[config.mk]
export PLATFORM = sky130hd
export DESIGN_NAME = rv64_trap_csr
export DESIGN_NICKNAME = d
export VERILOG_FILES = /design/src/common/rv64_pkg.sv /design/src/source/rv64_trap_csr.sv
export SDC_FILE = /design/constraint.sdc
export NUM_CORES = 1
export LEC_CHECK = 0
export ABC_AREA = 0
export BUFFER_PORTS_ARGS = -buffer_cell sky130_fd_sc_hd__clkbuf_2
export CORE_MARGIN = 2
export CORE_UTILIZATION = 50
export CTS_CLUSTER_SIZE = 16
export DETAILED_ROUTE_END_ITERATION = 12
export PLACE_DENSITY_LB_ADDON = 0.25
export SYNTH_ARGS = -nofsm -noshare
export SYNTH_HDL_FRONTEND = slang
export SYNTH_SLANG_ARGS = --single-unit
export TNS_END_PERCENT = 10
[constraint.sdc]
create_clock -name clk -period 3.28 [get_ports clk]
set_clock_uncertainty 0.1 [all_clocks]
set_input_delay 0.328 -clock clk [delete_from_list [all_inputs] [get_ports clk]]
set_output_delay 0.328 -clock clk [all_outputs]
set_load 0.02 [all_outputs]
[src/common/rv64_pkg.sv]
package rv64_pkg;

    // register width of the core
    localparam int XLEN = 64;

    // register values, pc and bus addresses
    typedef logic [XLEN-1:0] xlen_t;
    // instructions and bus data
    typedef logic [31:0]     word_t;
    typedef logic [4:0]      reg_idx_t;

    // major opcodes, instruction bits 6:0
    localparam logic [6:0] OPC_LUI    = 7'b0110111;
    localparam logic [6:0] OPC_AUIPC  = 7'b0010111;
    localparam logic [6:0] OPC_OP_IMM = 7'b0010011;
    localparam logic [6:0] OPC_OP     = 7'b0110011;
    localparam logic [6:0] OPC_JAL    = 7'b1101111;
    localparam logic [6:0] OPC_JALR   = 7'b1100111;
    localparam logic [6:0] OPC_BRANCH = 7'b1100011;
    localparam logic [6:0] OPC_LOAD   = 7'b0000011;
    localparam logic [6:0] OPC_STORE  = 7'b0100011;
    localparam logic [6:0] OPC_SYSTEM = 7'b1110011;

    // one value per supported instruction
    // I_NONE covers unknown words and bubbles, retires with no effect
    typedef enum logic [4:0] {
        I_LUI,
        I_AUIPC,
        I_ADDI,
        I_SLLI,
        I_SRLI,
        I_ADD,
        I_SUB,
        I_SLT,
        I_JAL,
        I_JALR,
        I_BEQ,
        I_LW,
        I_LWU,
        I_LD,
        I_SW,
        I_SD,
        I_MRET,
        I_NONE
    } inst_class_e;

    // interrupt flag in the top bit, cause 11 = machine external
    localparam xlen_t MCAUSE_EXT_IRQ = {1'b1, 59'd0, 4'd11};

    // mstatus bit positions
    localparam int MSTATUS_MIE_BIT  = 3;
    localparam int MSTATUS_MPIE_BIT = 7;

    // reset values
    // opcode 0000001 matches nothing, so the reset word decodes as I_NONE
    localparam word_t IR_RESET      = 32'h0000_0001;
    // interrupts enabled out of reset
    localparam xlen_t MSTATUS_RESET = xlen_t'(64'd1 << MSTATUS_MIE_BIT);

endpackage

[src/source/rv64_trap_csr.sv]
`timescale 1ns/1ps

module rv64_trap_csr
    import rv64_pkg::*;
#(
    parameter xlen_t TRAP_BASE = '0
) (
    input  logic       clk,
    input  logic       reset,
    input  logic [3:0] interrupt_i,
    input  logic       mret_i,
    input  xlen_t      exec_pc_i,
    input  logic       busy_i,
    output logic       trap_take_o,
    output xlen_t      trap_pc_o,
    output logic       interrupt_ack_o
);

    xlen_t mstatus_q;
    xlen_t mepc_q;
    xlen_t mcause_q;

    // level request, only code 1 is external
    // held off while a bus access is underway
    assign trap_take_o = (interrupt_i == 4'd1) && mstatus_q[MSTATUS_MIE_BIT] && !busy_i;

    // vector on entry, saved pc on mret
    assign trap_pc_o = trap_take_o ? TRAP_BASE : mepc_q;

    always_ff @(posedge clk or negedge reset) begin
        if (!reset) begin
            mstatus_q       <= MSTATUS_RESET;
            mepc_q          <= '0;
            mcause_q        <= '0;
            interrupt_ack_o <= 1'b0;
        end else begin
            // ack follows entry by one cycle
            interrupt_ack_o <= trap_take_o;
            if (trap_take_o) begin
                // resume point is the interrupted instruction
                mepc_q                      <= exec_pc_i;
                mcause_q                    <= MCAUSE_EXT_IRQ;
                mstatus_q[MSTATUS_MPIE_BIT] <= mstatus_q[MSTATUS_MIE_BIT];
                mstatus_q[MSTATUS_MIE_BIT]  <= 1'b0;
            end else if (mret_i) begin
                mstatus_q[MSTATUS_MIE_BIT]  <= mstatus_q[MSTATUS_MPIE_BIT];
                mstatus_q[MSTATUS_MPIE_BIT] <= 1'b1;
            end
        end
    end

endmodule

After elaboration in Yosys (flattened, before gate mapping)
Index checks and enable logic that the tools add are counted.

operators by class
  equal/unequal tests = 1
  mux-type cells = 5
  reduce and logical (&&, ||, !) cells = 4

operators with widths
  kind                number
  $mux 64             1
  $eq 4x1->1 const B  1
  $mux 1              4
  $logic_and 1x1->1   2
  $reduce_bool 2->1   1
  $logic_not 1->1     1

storage, ports and cells
  register bits after elaboration = 67
  word-level logic and storage cells = 14

Longest topological paths before layout
Gate-level depths: netlist (run 1).

  depth in word-level cells = 4
  depth in mapped cells = 6

Worst setup path before layout (run 1)
OpenSTA, ideal clock, no wires.

  path type = register to output
  from = register mstatus_q[3]
  to = output port trap_pc_o[0]
  data arrival time = 1363 ps
  setup slack = 1489 ps
  cell stages (with the launch flop) = 6
  buffers on the path = 2
  path through = dfstp_2 -> nor4b_2 -> nand3b_1 -> clkbuf_1 -> clkbuf_1 -> and2_1

between the ends
  word-level cells in the longest chain between the ends = 3

ends and longest elaborated chain
  item                              line                 text
  start: declaration                rv64_trap_csr.sv:19  xlen_t mstatus_q;
  start signal: indexed assignment  rv64_trap_csr.sv:43  mstatus_q[MSTATUS_MPIE_BIT] <= mstatus_q[MSTATUS_MIE_BIT];
  start signal: indexed assignment  rv64_trap_csr.sv:46  mstatus_q[MSTATUS_MIE_BIT] <= mstatus_q[MSTATUS_MPIE_BIT];
  $logic_and 1x1->1 (2 in series)   rv64_trap_csr.sv:25  assign trap_take_o = (interrupt_i == 4'd1) && mstatus_q[MSTATUS_MIE_BIT] && !busy_i;
  $mux 64                           rv64_trap_csr.sv:28  assign trap_pc_o = trap_take_o ? TRAP_BASE : mepc_q;
  end: declaration                  rv64_trap_csr.sv:15  output xlen_t trap_pc_o,

Every way passes these cells.

Final worst setup path (run 1)
  from = register mstatus_q[3]
  to = output port trap_take_o

between the ends
  word-level cells in the longest chain between the ends = 2

ends and longest elaborated chain
  item                             line                 text
  $logic_and 1x1->1 (2 in series)  rv64_trap_csr.sv:25
  end: declaration                 rv64_trap_csr.sv:14  output logic trap_take_o,

Every way passes these cells.

==> metrics.log, run 1 <==
INFO  metric power_frac_comb = 32.4%
INFO  metric tns = 0 ps
INFO  metric worst-r2r-cell-count = 6
INFO  metric start_util = 52.4%
INFO  metric p_per_area = 676 nW/um^2
INFO  metric path_cells = nor4b_2, nand3b_1, buf_4, inv_2, buf_12, clkbuf_2
INFO  metric placement_rows = 27
INFO  metric setup_repair_after_global_routing_missed_its_margin = no
INFO  metric antenna_cells_inserted = 0
INFO  metric critPathMaxFanout = 68
INFO  metric startpoint = mstatus_q[3]$_DFFE_PN1P_
INFO  metric final_min_period_over_clock_period = 74.5%
INFO  metric timing.rr.start = mstatus_q[3]$_DFFE_PN1P_
INFO  metric share_clk_of_total_power = 25.3%
INFO  metric dp_hpwl = 4.29 mm
INFO  metric routedLengthMet1 = 2.46 mm
INFO  metric ctsLongestPathBuffers = 2
INFO  metric timing.fmax = 0.409 GHz
INFO  metric required = 2850 ps
INFO  metric grtUsageTotal = 19.2%
INFO  metric timing.max_cap.violations = 0
INFO  metric final_cell_mix = clkbuf_2, dfrtp_1, and2_1
INFO  metric report.power.total = 2.61 mW
INFO  metric final_weighted_congestion_of_routability_driven_global_placement = 0.724
INFO  metric worstSetupStartpointType = register
INFO  metric highest-signal-layer = met4
INFO  metric postCtsSetupRepairBufs = 0
INFO  metric floorplan.core_area = 5610 sq um
INFO  metric cp-end-kind = output pin
INFO  metric net_switching_share_of_the_total_power = 31.3%
INFO  metric run_status = completed
INFO  metric total_die_area = 6510 sq um
INFO  metric syn-cell-area = 2940 sq um
INFO  metric io_pins = 138
INFO  metric holdBufCountCts = 0
INFO  metric finalWirelength = 5.86 mm
INFO  metric first_global_vias = 2,101
INFO  metric share_of_post_route_cells_with_drive_strength_above_1 = 54.5%
INFO  metric worst-endpoint-arrival = 2020 ps
INFO  metric post-route-drc-count = 0
INFO  metric p_r_area_growth_vs_syn = 31.5%
INFO  metric layout_commonest_cell = clkbuf_2
INFO  metric hp-class = in -> async
INFO  metric globalRouteOverflowTotal = 0
INFO  metric cts_buffers = 9
INFO  metric io_buffers = 137
INFO  metric dr_wl_met2 = 2.71 mm
INFO  metric die_extent_in_x = 80.7 um
INFO  metric transition_time_at_the_pin_with_the_least_slew_margin = 1020 ps
INFO  metric sequentialPowerShare = 42.4%
INFO  metric initialDrtViolationCount = 98
INFO  metric timing_max_transition_violations_final = 0
INFO  metric postSynthNetCount = 287
INFO  metric route.antenna.remaining_nets = 0
INFO  metric synth.lib_cells_used.distinct = 14
INFO  metric postSynthRegisterBits = 67
INFO  metric first_pass_grt_wire_length = 9.41 mm
INFO  metric clock_tree.htree_level_count = 3
INFO  metric setup_viol_count_final = 0
INFO  metric worstSetupPathType = reg -> out
INFO  metric route.detailed.vias_per_inst = 4.79
INFO  metric avgSynthCellArea = 13.7 sq um
INFO  metric internal_power = 1.79 mW
INFO  metric period_minus_slack = 2440 ps
INFO  metric irDropWorstVdd = 370 uV
INFO  metric max_stage_delay = 520 ps
INFO  metric largest_net_degree_at_the_start_of_global_routing = 69
INFO  metric final_hold_viol_count = 0
INFO  metric crit_path_top_delay_cell = dfstp_2
INFO  metric timing.slew.headroom = 31.7%
INFO  metric met3RoutedLength = 631 um
INFO  metric ctsRootBufferMaster = clkbuf_8
INFO  metric synthCells = 215
INFO  metric synth.yosys.seq_area_share = 57.1%
INFO  metric wl_per_cell = 13.6 um
INFO  metric nets = 426
INFO  metric clk_pin_slew_worst_paths = 70 ps
INFO  metric cts.sinks = 67
INFO  metric power.leakage = 1.98 nW
INFO  metric p_sw = 818 uW
INFO  metric clock_latency = 310 ps
INFO  metric detailroute.via_count = 2,059
INFO  metric die_height = 80.7 um
INFO  metric clock_tree_from_tritoncts = done
INFO  metric first_pass_iters = 4
INFO  metric cts_resized = 0
INFO  metric antenna_violations_before_repair = 0
INFO  metric ys_warn_count = 0
cell families after synthesis:
kind of cell | synth area share (%)
simple gates | 14.7
flops | 57.1
mux | 24.9
buf+inv | 3.32
cell type report:
class / instances / area, sq um
fillers: 454 / 1740
well taps: 72 / 90.1
multi-input cells: 133 / 1160
flip-flops and latches: 67 / 1680
repair buffers: 142 / 736
clock inverters: 2 / 35.0
clock buffers: 13 / 159
inverters: 1 / 3.75
worst max-delay path, delay by kind of cell (launching register included):
kind | cells | cell delay (ps)
buffers and inverters | 4 | 820
and+or+nand+nor | 2 | 300
DFF | 1 | 520
routing by layer:
| metal | GRT usage (%) | up-vias |
|---|---|---|
| met5 | 0 | - |
| met4 | 7.63 | 0 |
| met3 | 7.19 | 6 |
| met2 | 31.3 | 91 |
| met1 | 23.0 | 970 |
| li1 | - | 992 |
final timing paths:
kind                                                to  slack [ps]
min in group clk                mepc_q[29]$_DFFE_PN0P_         120
max in group asynchronous       mepc_q[19]$_DFFE_PN0P_        2240
worst min-delay path            mepc_q[43]$_DFFE_PN0P_          90
worst max-delay path                       trap_take_o         840
worst min register to register  mepc_q[32]$_DFFE_PN0P_         380
worst max register to register  mepc_q[56]$_DFFE_PN0P_        1210
stage by stage:
stage / hold WS, ps / cell area, sq um / util (%) / cells / worst slack [ps]
2_1_floorplan: -67.6 / 2940 / - / 215 / 1490
3_3_place_gp: 358 / 3670 / 65.5 / 415 / 1180
3_5_place_dp: 367 / 3670 / 65.5 / 415 / 1160
4_1_cts: 102 / 3860 / 68.9 / 430 / 804
5_1_grt: 109 / 3860 / 68.9 / 430 / 708
6_report: 87.5 / 3860 / 68.9 / 430 / 837
state kept, by name, summed over array words and instances, names as in the netlist:
name / cells
mepc_q: 64
interrupt_ack_o: 1
mstatus_q: 2
Yosys cell counts:
| master | count | share of area [%] |
|---|---|---|
| dfrtp_1 | 66 | 56 |
| and2_1 | 64 | 14 |
| mux2_2 | 37 | 14 |
| mux2_1 | 27 | 10 |
| clkbuf_1 | 7 | 0.89 |
| buf_6 | 4 | 1.5 |
| buf_4 | 3 | 0.77 |
| dfstp_2 | 1 | 0.89 |
| inv_2 | 1 | 0.13 |
| mux2i_1 | 1 | 0.34 |
| nand3b_1 | 1 | 0.26 |
| nor2_1 | 1 | 0.13 |
| nor4b_2 | 1 | 0.51 |
| or3_1 | 1 | 0.21 |
power groups by stage:
stage	Clock (mW)	Combinational, mW	Sequential [mW]
after global routing	0.718	0.919	1.14
final	0.660	0.845	1.11
after global placement	0	0.842	1.11
after detailed placement	0	0.855	1.12
after CTS	0.684	0.857	1.11
after floorplan	0	0.571	1.09
Note: power is estimated with default switching activity, not from simulation.
==> inputs of run 2 (changes only) <==
Settings changed: ABC_AREA 0 to 1, CORE_UTILIZATION 50 to 46.
Clock period 3.28 ns to 2.4 ns, I/O delays scaled along.
==> run 2 against run 1 <==
Worst setup slack worse by 460 ps. First-iteration DRC count is 16% lower. Routed wire length increased by 6.1%. Area after synthesis shrank 0.26%. Clock power increased by 16%. Sequential power increased by 28%. Register-to-register slack worse by 250 ps. Power increased by 23%. Global-route usage fell by 0.23 points. Sequential share of layout area grew 0.48 points. Hold slack lost 49 ps. Utilization fell by 7.7 points. Critical path type unchanged. Critical endpoint is now trap_pc_o[47]. Largest power group unchanged. Highest routed layer unchanged.
==> metrics.log, run 2 <==
INFO  metric wl_per_cell = 10.8 um (-21%)
INFO  metric post-route-drc-count = 0 (unchanged)
INFO  metric postSynthRegisterBits = 67 (unchanged)
INFO  metric crit_path_frequent_cell = inv_1
INFO  metric required = 2060 ps (-790 ps)
INFO  metric critical_path.n_buffers_inverters = 4 (unchanged)
INFO  metric ys_warn_count = 0 (unchanged)
INFO  metric tns = 0 ps (unchanged)
INFO  metric share_of_post_route_cells_with_drive_strength_above_1 = 31.6% (-23 points)
INFO  metric max_stage_delay = 530 ps (about the same)
INFO  metric yosys.area.top_type_share = 56.3% (+0.14 points)
INFO  metric clk_pin_slew_worst_paths = 60 ps (about the same)
INFO  metric detailroute.via_count = 2,551 (+24%)
INFO  metric largest_reg_flops = 64 (unchanged)
INFO  metric dp_hpwl = 4.41 mm (+2.7%)
INFO  metric timing_max_transition_violations_final = 0 (unchanged)
INFO  metric hp-class = in -> reg
INFO  metric worst-endpoint-arrival = 1680 ps (-340 ps)
INFO  metric path_cells = inv_1, nor2_1, nand3_2, buf_4, nand2_1, inv_1, clkbuf_2
INFO  metric route.detailed.vias_per_inst = 4.44 (-7.2%)
INFO  metric setup_repair_after_global_routing_missed_its_margin = no
INFO  metric p_per_area = 839 nW/um^2 (+24%)
INFO  metric cp-end-kind = output pin
INFO  metric worstSetupStartpointType = register
INFO  metric start_util = 47.0% (-5.4 points)
INFO  metric biggest_register = mepc_q
INFO  metric setup_viol_count_final = 0 (unchanged)
INFO  metric die_height = 83.8 um (+3.9%)
INFO  metric syn-cell-area = 2930 sq um (-0.26%)
INFO  metric cts_resized = 0 (unchanged)
INFO  metric io_pins = 138 (unchanged)
INFO  metric ctsRootBufferMaster = clkbuf_8
INFO  metric clock_latency = 320 ps (about the same)
INFO  metric synth.yosys.seq_area_share = 57.2% (+0.15 points)
INFO  metric synth-edff-count = 0 (unchanged)
INFO  metric cts.sinks = 67 (unchanged)
INFO  metric period_minus_slack = 2020 ps
INFO  metric nets = 568 (+33%)
INFO  metric postSynthNetCount = 434 (+51%)
INFO  metric clock_tree_from_tritoncts = done
INFO  metric critPathMaxFanout = 37 (-46%)
INFO  metric initialDrtViolationCount = 82 (-16%)
INFO  metric placement_rows = 29 (+7.4%)
INFO  metric p_r_area_growth_vs_syn = 30.4%
INFO  metric worst-r2r-cell-count = 6 (unchanged)
INFO  metric irDropWorstVdd = 443 uV (+20%)
INFO  metric antenna_violations_before_repair = 0 (unchanged)
INFO  metric final_cell_mix = clkbuf_2, nand2_1, inv_1
INFO  metric die_extent_in_x = 83.8 um (+3.9%)
INFO  metric setup_slack_after_placement = 717 ps (-445 ps)
INFO  metric globalRouteOverflowTotal = 0 (unchanged)
INFO  metric synth.lib_cells_used.distinct = 11 (-3)
INFO  metric transition_time_at_the_pin_with_the_least_slew_margin = 756 ps (-269 ps)
INFO  metric run_status = completed
INFO  metric cp_top_delay_family = flip-flops
INFO  metric crit_path_top_delay_cell = dfstp_2
INFO  metric yosysMostFrequentCell = nand2_1
INFO  metric avgSynthCellArea = 8.10 sq um (-41%)
INFO  metric layout_commonest_cell = clkbuf_2
INFO  metric final_critical_path_setup_slack = 376 ps (-461 ps)
INFO  metric synthCells = 362 (+68%)
INFO  metric postCtsSetupRepairBufs = 0 (unchanged)
INFO  metric largest_net_degree_at_the_start_of_global_routing = 65 (-5.8%)
INFO  metric final_min_period_over_clock_period = 84.4%
INFO  metric synth_area_leaders = dfrtp_1, nand2_1, nand3_1, inv_1, buf_2
INFO  metric total_die_area = 7030 sq um (+8.0%)
INFO  metric first_global_vias = 2,440 (+16%)
INFO  metric final_weighted_congestion_of_routability_driven_global_placement = 0.771 (+6.5%)
INFO  metric reg_top3 = mepc_q: 64 flops, mstatus_q: 2 flops, interrupt_ack_o: 1 flops
INFO  metric holdBufCountCts = 1 (+1)
INFO  metric fillerInstances = 584 (+29%)
INFO  metric final_hold_viol_count = 0 (unchanged)
INFO  metric first_pass_iters = 4 (unchanged)
INFO  metric ys.flop_type = dfrtp_1
INFO  metric route.antenna.remaining_nets = 0 (unchanged)
INFO  metric grtUsageTotal = 19.0% (-0.23 points)
INFO  metric timing.max_cap.violations = 0 (unchanged)
INFO  metric timing.fmax = 0.494 GHz
INFO  metric synthDominantAreaCellType = dfrtp_1
INFO  metric floorplan.core_area = 6240 sq um (+11%)
INFO  metric ctsLongestPathBuffers = 2 (unchanged)
INFO  metric io_buffers = 137 (unchanged)
INFO  metric critical_path_cell_count = 7 (+1)
INFO  metric antenna_cells_inserted = 0 (unchanged)
INFO  metric power.leakage = 2.66 nW (+34%)
INFO  metric first_pass_grt_wire_length = 10.7 mm (+14%)
INFO  metric worstSetupPathType = reg -> out
INFO  metric clock_tree.htree_level_count = 3 (unchanged)
INFO  metric synth-async-reset-ratio = 100% (unchanged)
INFO  metric timing.slew.headroom = 49.6% (+18 points)
INFO  metric whs_path_depth = 3
INFO  metric cts_buffers = 9 (unchanged)
INFO  metric post_synth_most_frequent_cells = nand2_1, inv_1, dfrtp_1
INFO  metric finalWirelength = 6.22 mm (+6.1%)
[run 2: cell types whose count changed in the layout (fill, tap and decap cells not counted), moves of 2 or more]
cell | previous run | this run
nand2_1 | 0 | 133
inv_1 | 0 | 71
and2_1 | 64 | 0
nand3_1 | 0 | 64
mux2_2 | 37 | 0
mux2_1 | 27 | 0
nor2_1 | 1 | 3
nor2_4 | 0 | 2
[run 2: final cells by class]
class	count	area (sq um)	share of cell area, %
repair buffers	143	758	19.8
clock buffers	12	155	4.06
multi-input cells	204	868	22.7
inverters	71	267	6.97
well taps	77	96.3	2.52
flip-flops and latches	67	1680	43.9
[run 2: logic make-up after synthesis]
group	synth area share [%]
buf+inv	13.6
compound gates	0.171
simple gates	29.0
flops	57.2
[run 2: worst register-to-register path, delay by kind of cell, from the launching register on]
family	cells	cell delay (ps)
and+or+nand+nor	4	400
buffers and inverters	2	290
DFF	1	530
[run 2: power breakdown]
part,total (mW),internal (mW),switching [mW],leakage (nW)
registers,1.42,1.36,0.0588,0.856
clock network,0.768,0.409,0.359,0.0803
logic,1.02,0.327,0.692,1.72
total,3.21,2.10,1.11,2.66
[run 2: final timing paths]
path	start	end	slack [ps]
setup reg to reg	mstatus_q[3]$_DFFE_PN1P_	mepc_q[44]$_DFFE_PN0P_	960
setup / recovery	mstatus_q[3]$_DFFE_PN1P_	trap_pc_o[47]	380
max in group asynchronous	reset	mstatus_q[3]$_DFFE_PN1P_	1070
hold reg to reg	mepc_q[29]$_DFFE_PN0P_	mepc_q[29]$_DFFE_PN0P_	360
hold / removal	exec_pc_i[28]	mepc_q[28]$_DFFE_PN0P_	40
min in group asynchronous	reset	mepc_q[50]$_DFFE_PN0P_	430
[run 2: layer usage]
metal | part of all wire (%) | GRT usage, %
met3 | 6.5 | 4.65
met2 | 44 | 29.5
met5 | 0 | 0
met4 | 2.4 | 9.24
met1 | 47 | 25.0
[run 2: metrics by stage]
step                cell area (sq um)  std cells  hold slack [ps]  power (mW)  utilization (%)
floorplan                        2930        362             -156        2.08                -
global placement                 3660        561              236        2.46             58.6
detailed placement               3660        561              252        2.48             58.6
CTS                              3820        574             23.5        3.26             61.2
global route                     3820        574             33.6        3.42             61.2
finish                           3820        574             38.8        3.21             61.2
==> inputs of run 3 (changes only) <==
Settings changed: ABC_AREA 1 to 0, CORE_UTILIZATION 46 to 42.
Clock period 2.4 ns to 1.8 ns, I/O delays scaled along.
==> run 3 against run 2 <==
The flow now finishes with violations (setup timing). Sequential power is 42% higher. First-iteration DRC count down 28%. Non-clock buffer count up 73. Register-to-register slack worse by 1200 ps. Sequential share of layout area fell by 9.3 points. Global-route usage shrank 0.52 points. Hold slack improved by 260 ps. Count of clock-buffer cells in the layout is the same.
==> metrics.log, run 3 (synthesized netlist as in run 1, its figures left out) <==
INFO  metric setup_repair_after_global_routing_missed_its_margin = yes
INFO  metric timing.fmax = 0.478 GHz
INFO  metric worstSetupEndpoint = trap_pc_o[37]
INFO  metric met3_usage = 6.03% (+1.4 points)
INFO  metric clock_latency = 320 ps (about the same)
INFO  metric clock_tree.htree_level_count = 3 (unchanged)
INFO  metric final_weighted_congestion_of_routability_driven_global_placement = 0.682 (-12%)
INFO  metric p_per_area = 1050 nW/um^2 (+25%)
INFO  metric globalRouteOverflowTotal = 0 (unchanged)
INFO  metric dp_hpwl = 4.06 mm (-7.9%)
INFO  metric wl_per_cell = 14.1 um (+30%)
INFO  metric first_pass_grt_wire_length = 11.0 mm (+2.6%)
INFO  metric share_of_post_route_cells_with_drive_strength_above_1 = 50.3% (+19 points)
INFO  metric final_min_period_over_clock_period = 116%
INFO  metric io_pins = 138 (unchanged)
INFO  metric transition_time_at_the_pin_with_the_least_slew_margin = 350 ps (-406 ps)
INFO  metric final_hold_viol_count = 0 (unchanged)
INFO  metric antenna_cells_inserted = 0 (unchanged)
INFO  metric gr-usage-met1 = 22.4% (-2.7 points)
INFO  metric start_util = 43.3% (-3.7 points)
INFO  metric antenna_violations_before_repair = 0 (unchanged)
INFO  metric layout_commonest_cell = clkbuf_2
INFO  metric run_status = finished with violations
INFO  metric worst-endpoint-arrival = 1810 ps (+130 ps)
INFO  metric ctsRootBufferMaster = clkbuf_8
INFO  metric timing.slew.headroom = 76.7% (+27 points)
INFO  metric period_minus_slack = 2090 ps
INFO  metric clk_pin_slew_worst_paths = 60 ps (about the same)
INFO  metric first_pass_iters = 4 (unchanged)
INFO  metric grtUsageMet2 = 30.6% (+1.1 points)
INFO  metric top_usage_layer = met2
INFO  metric placement_rows = 30 (+3.4%)
INFO  metric worstSetupStartpointType = register
INFO  metric total_die_area = 7680 sq um (+9.3%)
INFO  metric io_buffers = 137 (unchanged)
INFO  metric final_cell_mix = clkbuf_2, dlygate4sd3_1, dfrtp_1
INFO  metric largest_reg_flops = 64 (unchanged)
INFO  metric detailroute.via_count = 2,400 (-5.9%)
INFO  metric reg_top3 = mepc_q: 64 flops, mstatus_q: 2 flops, interrupt_ack_o: 1 flops
INFO  metric die_height = 87.7 um (+4.6%)
INFO  metric cp-end-kind = output pin
INFO  metric cts.sinks = 67 (unchanged)
INFO  metric die_extent_in_x = 87.7 um (+4.6%)
INFO  metric floorplan.core_area = 6790 sq um (+8.9%)
INFO  metric nets = 500 (-12%)
INFO  metric reg2reg_to = mepc_q[23]$_DFFE_PN0P_
INFO  metric multiInputGateArea = 1230 sq um (+41%)
INFO  metric first_global_vias = 2,429 (-0.45%)
INFO  metric critPathMaxFanout = 10 (-73%)
INFO  metric post-route-drc-count = 0 (unchanged)
INFO  metric worst-r2r-cell-count = 7 (+1)
INFO  metric timing_max_transition_violations_final = 0 (unchanged)
INFO  metric p_r_area_growth_vs_syn = 64.8%
INFO  metric fillerInstances = 475 (-19%)
INFO  metric power.leakage = 2.40 nW (-9.8%)
INFO  metric cts_buffers = 9 (unchanged)
INFO  metric initialDrtViolationCount = 59 (-28%)
INFO  metric timing.rr.start = mstatus_q[3]$_DFFE_PN1P_
INFO  metric biggest_register = mepc_q
INFO  metric grtUsageTotal = 18.5% (-0.52 points)
INFO  metric hp-class = in -> reg
INFO  metric timing.max_cap.violations = 0 (unchanged)
INFO  metric setup_slack_after_placement = -32.0 ps (-749 ps)
INFO  metric finalWirelength = 7.42 mm (+19%)
INFO  metric route.antenna.remaining_nets = 0 (unchanged)
INFO  metric worstSetupPathType = reg -> out
INFO  metric timing.reg2reg.setup_slack = -190 ps (-1150 ps)
INFO  metric setup_viol_count_final = 118 (+118)
INFO  metric startpoint = mstatus_q[3]$_DFFE_PN1P_
INFO  metric irDropWorstVdd = 628 uV (+42%)
INFO  metric ctsLongestPathBuffers = 2 (unchanged)
INFO  metric clock_tree_from_tritoncts = done
INFO  metric largest_net_degree_at_the_start_of_global_routing = 68 (+4.6%)
INFO  metric required = 1520 ps (-540 ps)
INFO  metric final_critical_path_setup_slack = -290 ps (-666 ps)
INFO  metric hold_slack = 300 ps (+261 ps)
INFO  metric final-seq-area = 1680 sq um (unchanged)
INFO  metric violations = setup timing
INFO  metric route.detailed.vias_per_inst = 4.55 (+2.5%)
==> run 3: changes by cell type in the layout (fill, tap and decap cells not counted), sizes merged, moves of 4 or more <==
cell / delta
dlygate4sd3: +65
mux2: +64
nand3: -65
buf: +53
nor2: -4
inv: -70
clkbuf: -45
nand2: -133
and2: +64
==> run 3: worst min path at each step <==
stage / start / to / slack (ps) / cells after the start
2_1_floorplan: reset / interrupt_ack_o$_DFF_PN0_ / -220 / 0
3_3_place_gp: reset / mepc_q[30]$_DFFE_PN0P_ / 130 / 2
3_5_place_dp: reset / mepc_q[30]$_DFFE_PN0P_ / 130 / 2
4_1_cts: interrupt_i[0] / mstatus_q[7]$_DFFE_PN0P_ / 290 / 4
5_1_grt: interrupt_i[0] / mstatus_q[7]$_DFFE_PN0P_ / 320 / 5
6_report: interrupt_i[0] / mstatus_q[7]$_DFFE_PN0P_ / 300 / 5
==> run 3: report_power, final <==
group,switching [mW],internal (mW),total [mW]
clock network,0.518,0.664,1.18
logic,0.906,0.974,1.88
registers,0.152,1.87,2.02
total,1.58,3.51,5.08
==> run 3: worst max-delay path: stages, from the launching register on <==
cell and delay, ps:
dfstp_2 530, nor4b_4 180, nand3b_1 120, buf_6 160, clkbuf_16 160, and2_1 170
clkbuf_2 150
==> run 3: area by class of cell <==
type,count,area share (%)
clock buffer,12,3.00
clock inverter,2,0.775
multi-input combinational,133,25.4
timing repair buffer,216,33.7
tap,96,2.48
inverter,1,0.0775
sequential,67,34.6
==> run 3: routing by layer <==
| metal | up-vias | part of all wire [%] |
|---|---|---|
| met5 | - | 0 |
| met4 | 0 | 1.4 |
| met3 | 14 | 7.4 |
| met2 | 101 | 49 |
| met1 | 1148 | 42 |
| li1 | 1137 | - |
==> run 3: repair_timing <==
item | 4_1_cts | 5_1_grt
hold endpoints to repair | 131 | 0
cloned | 0 | 2
pin swaps | 0 | 3
endpoints found under the setup margin | 104 | 129
hold buffers | 66 | 0
setup buffers | 0 | 4
gates resized for setup | 5 | 98
==> run 3: stage by stage <==
| step | power, mW | cell area (sq um) | std cells | setup TNS [ps] | utilization [%] |
|---|---|---|---|---|---|
| 6_report | 5.08 | 4840 | 527 | -24050 | 71.3 |
| 3_3_place_gp | 3.56 | 3740 | 441 | 0 | 55.1 |
| 3_5_place_dp | 3.59 | 3740 | 441 | -447 | 55.1 |
| 2_1_floorplan | 3.03 | 2940 | 215 | 0 | - |
| 4_1_cts | 4.91 | 4610 | 521 | -19480 | 67.8 |
| 5_1_grt | 5.38 | 4840 | 527 | -33840 | 71.3 |
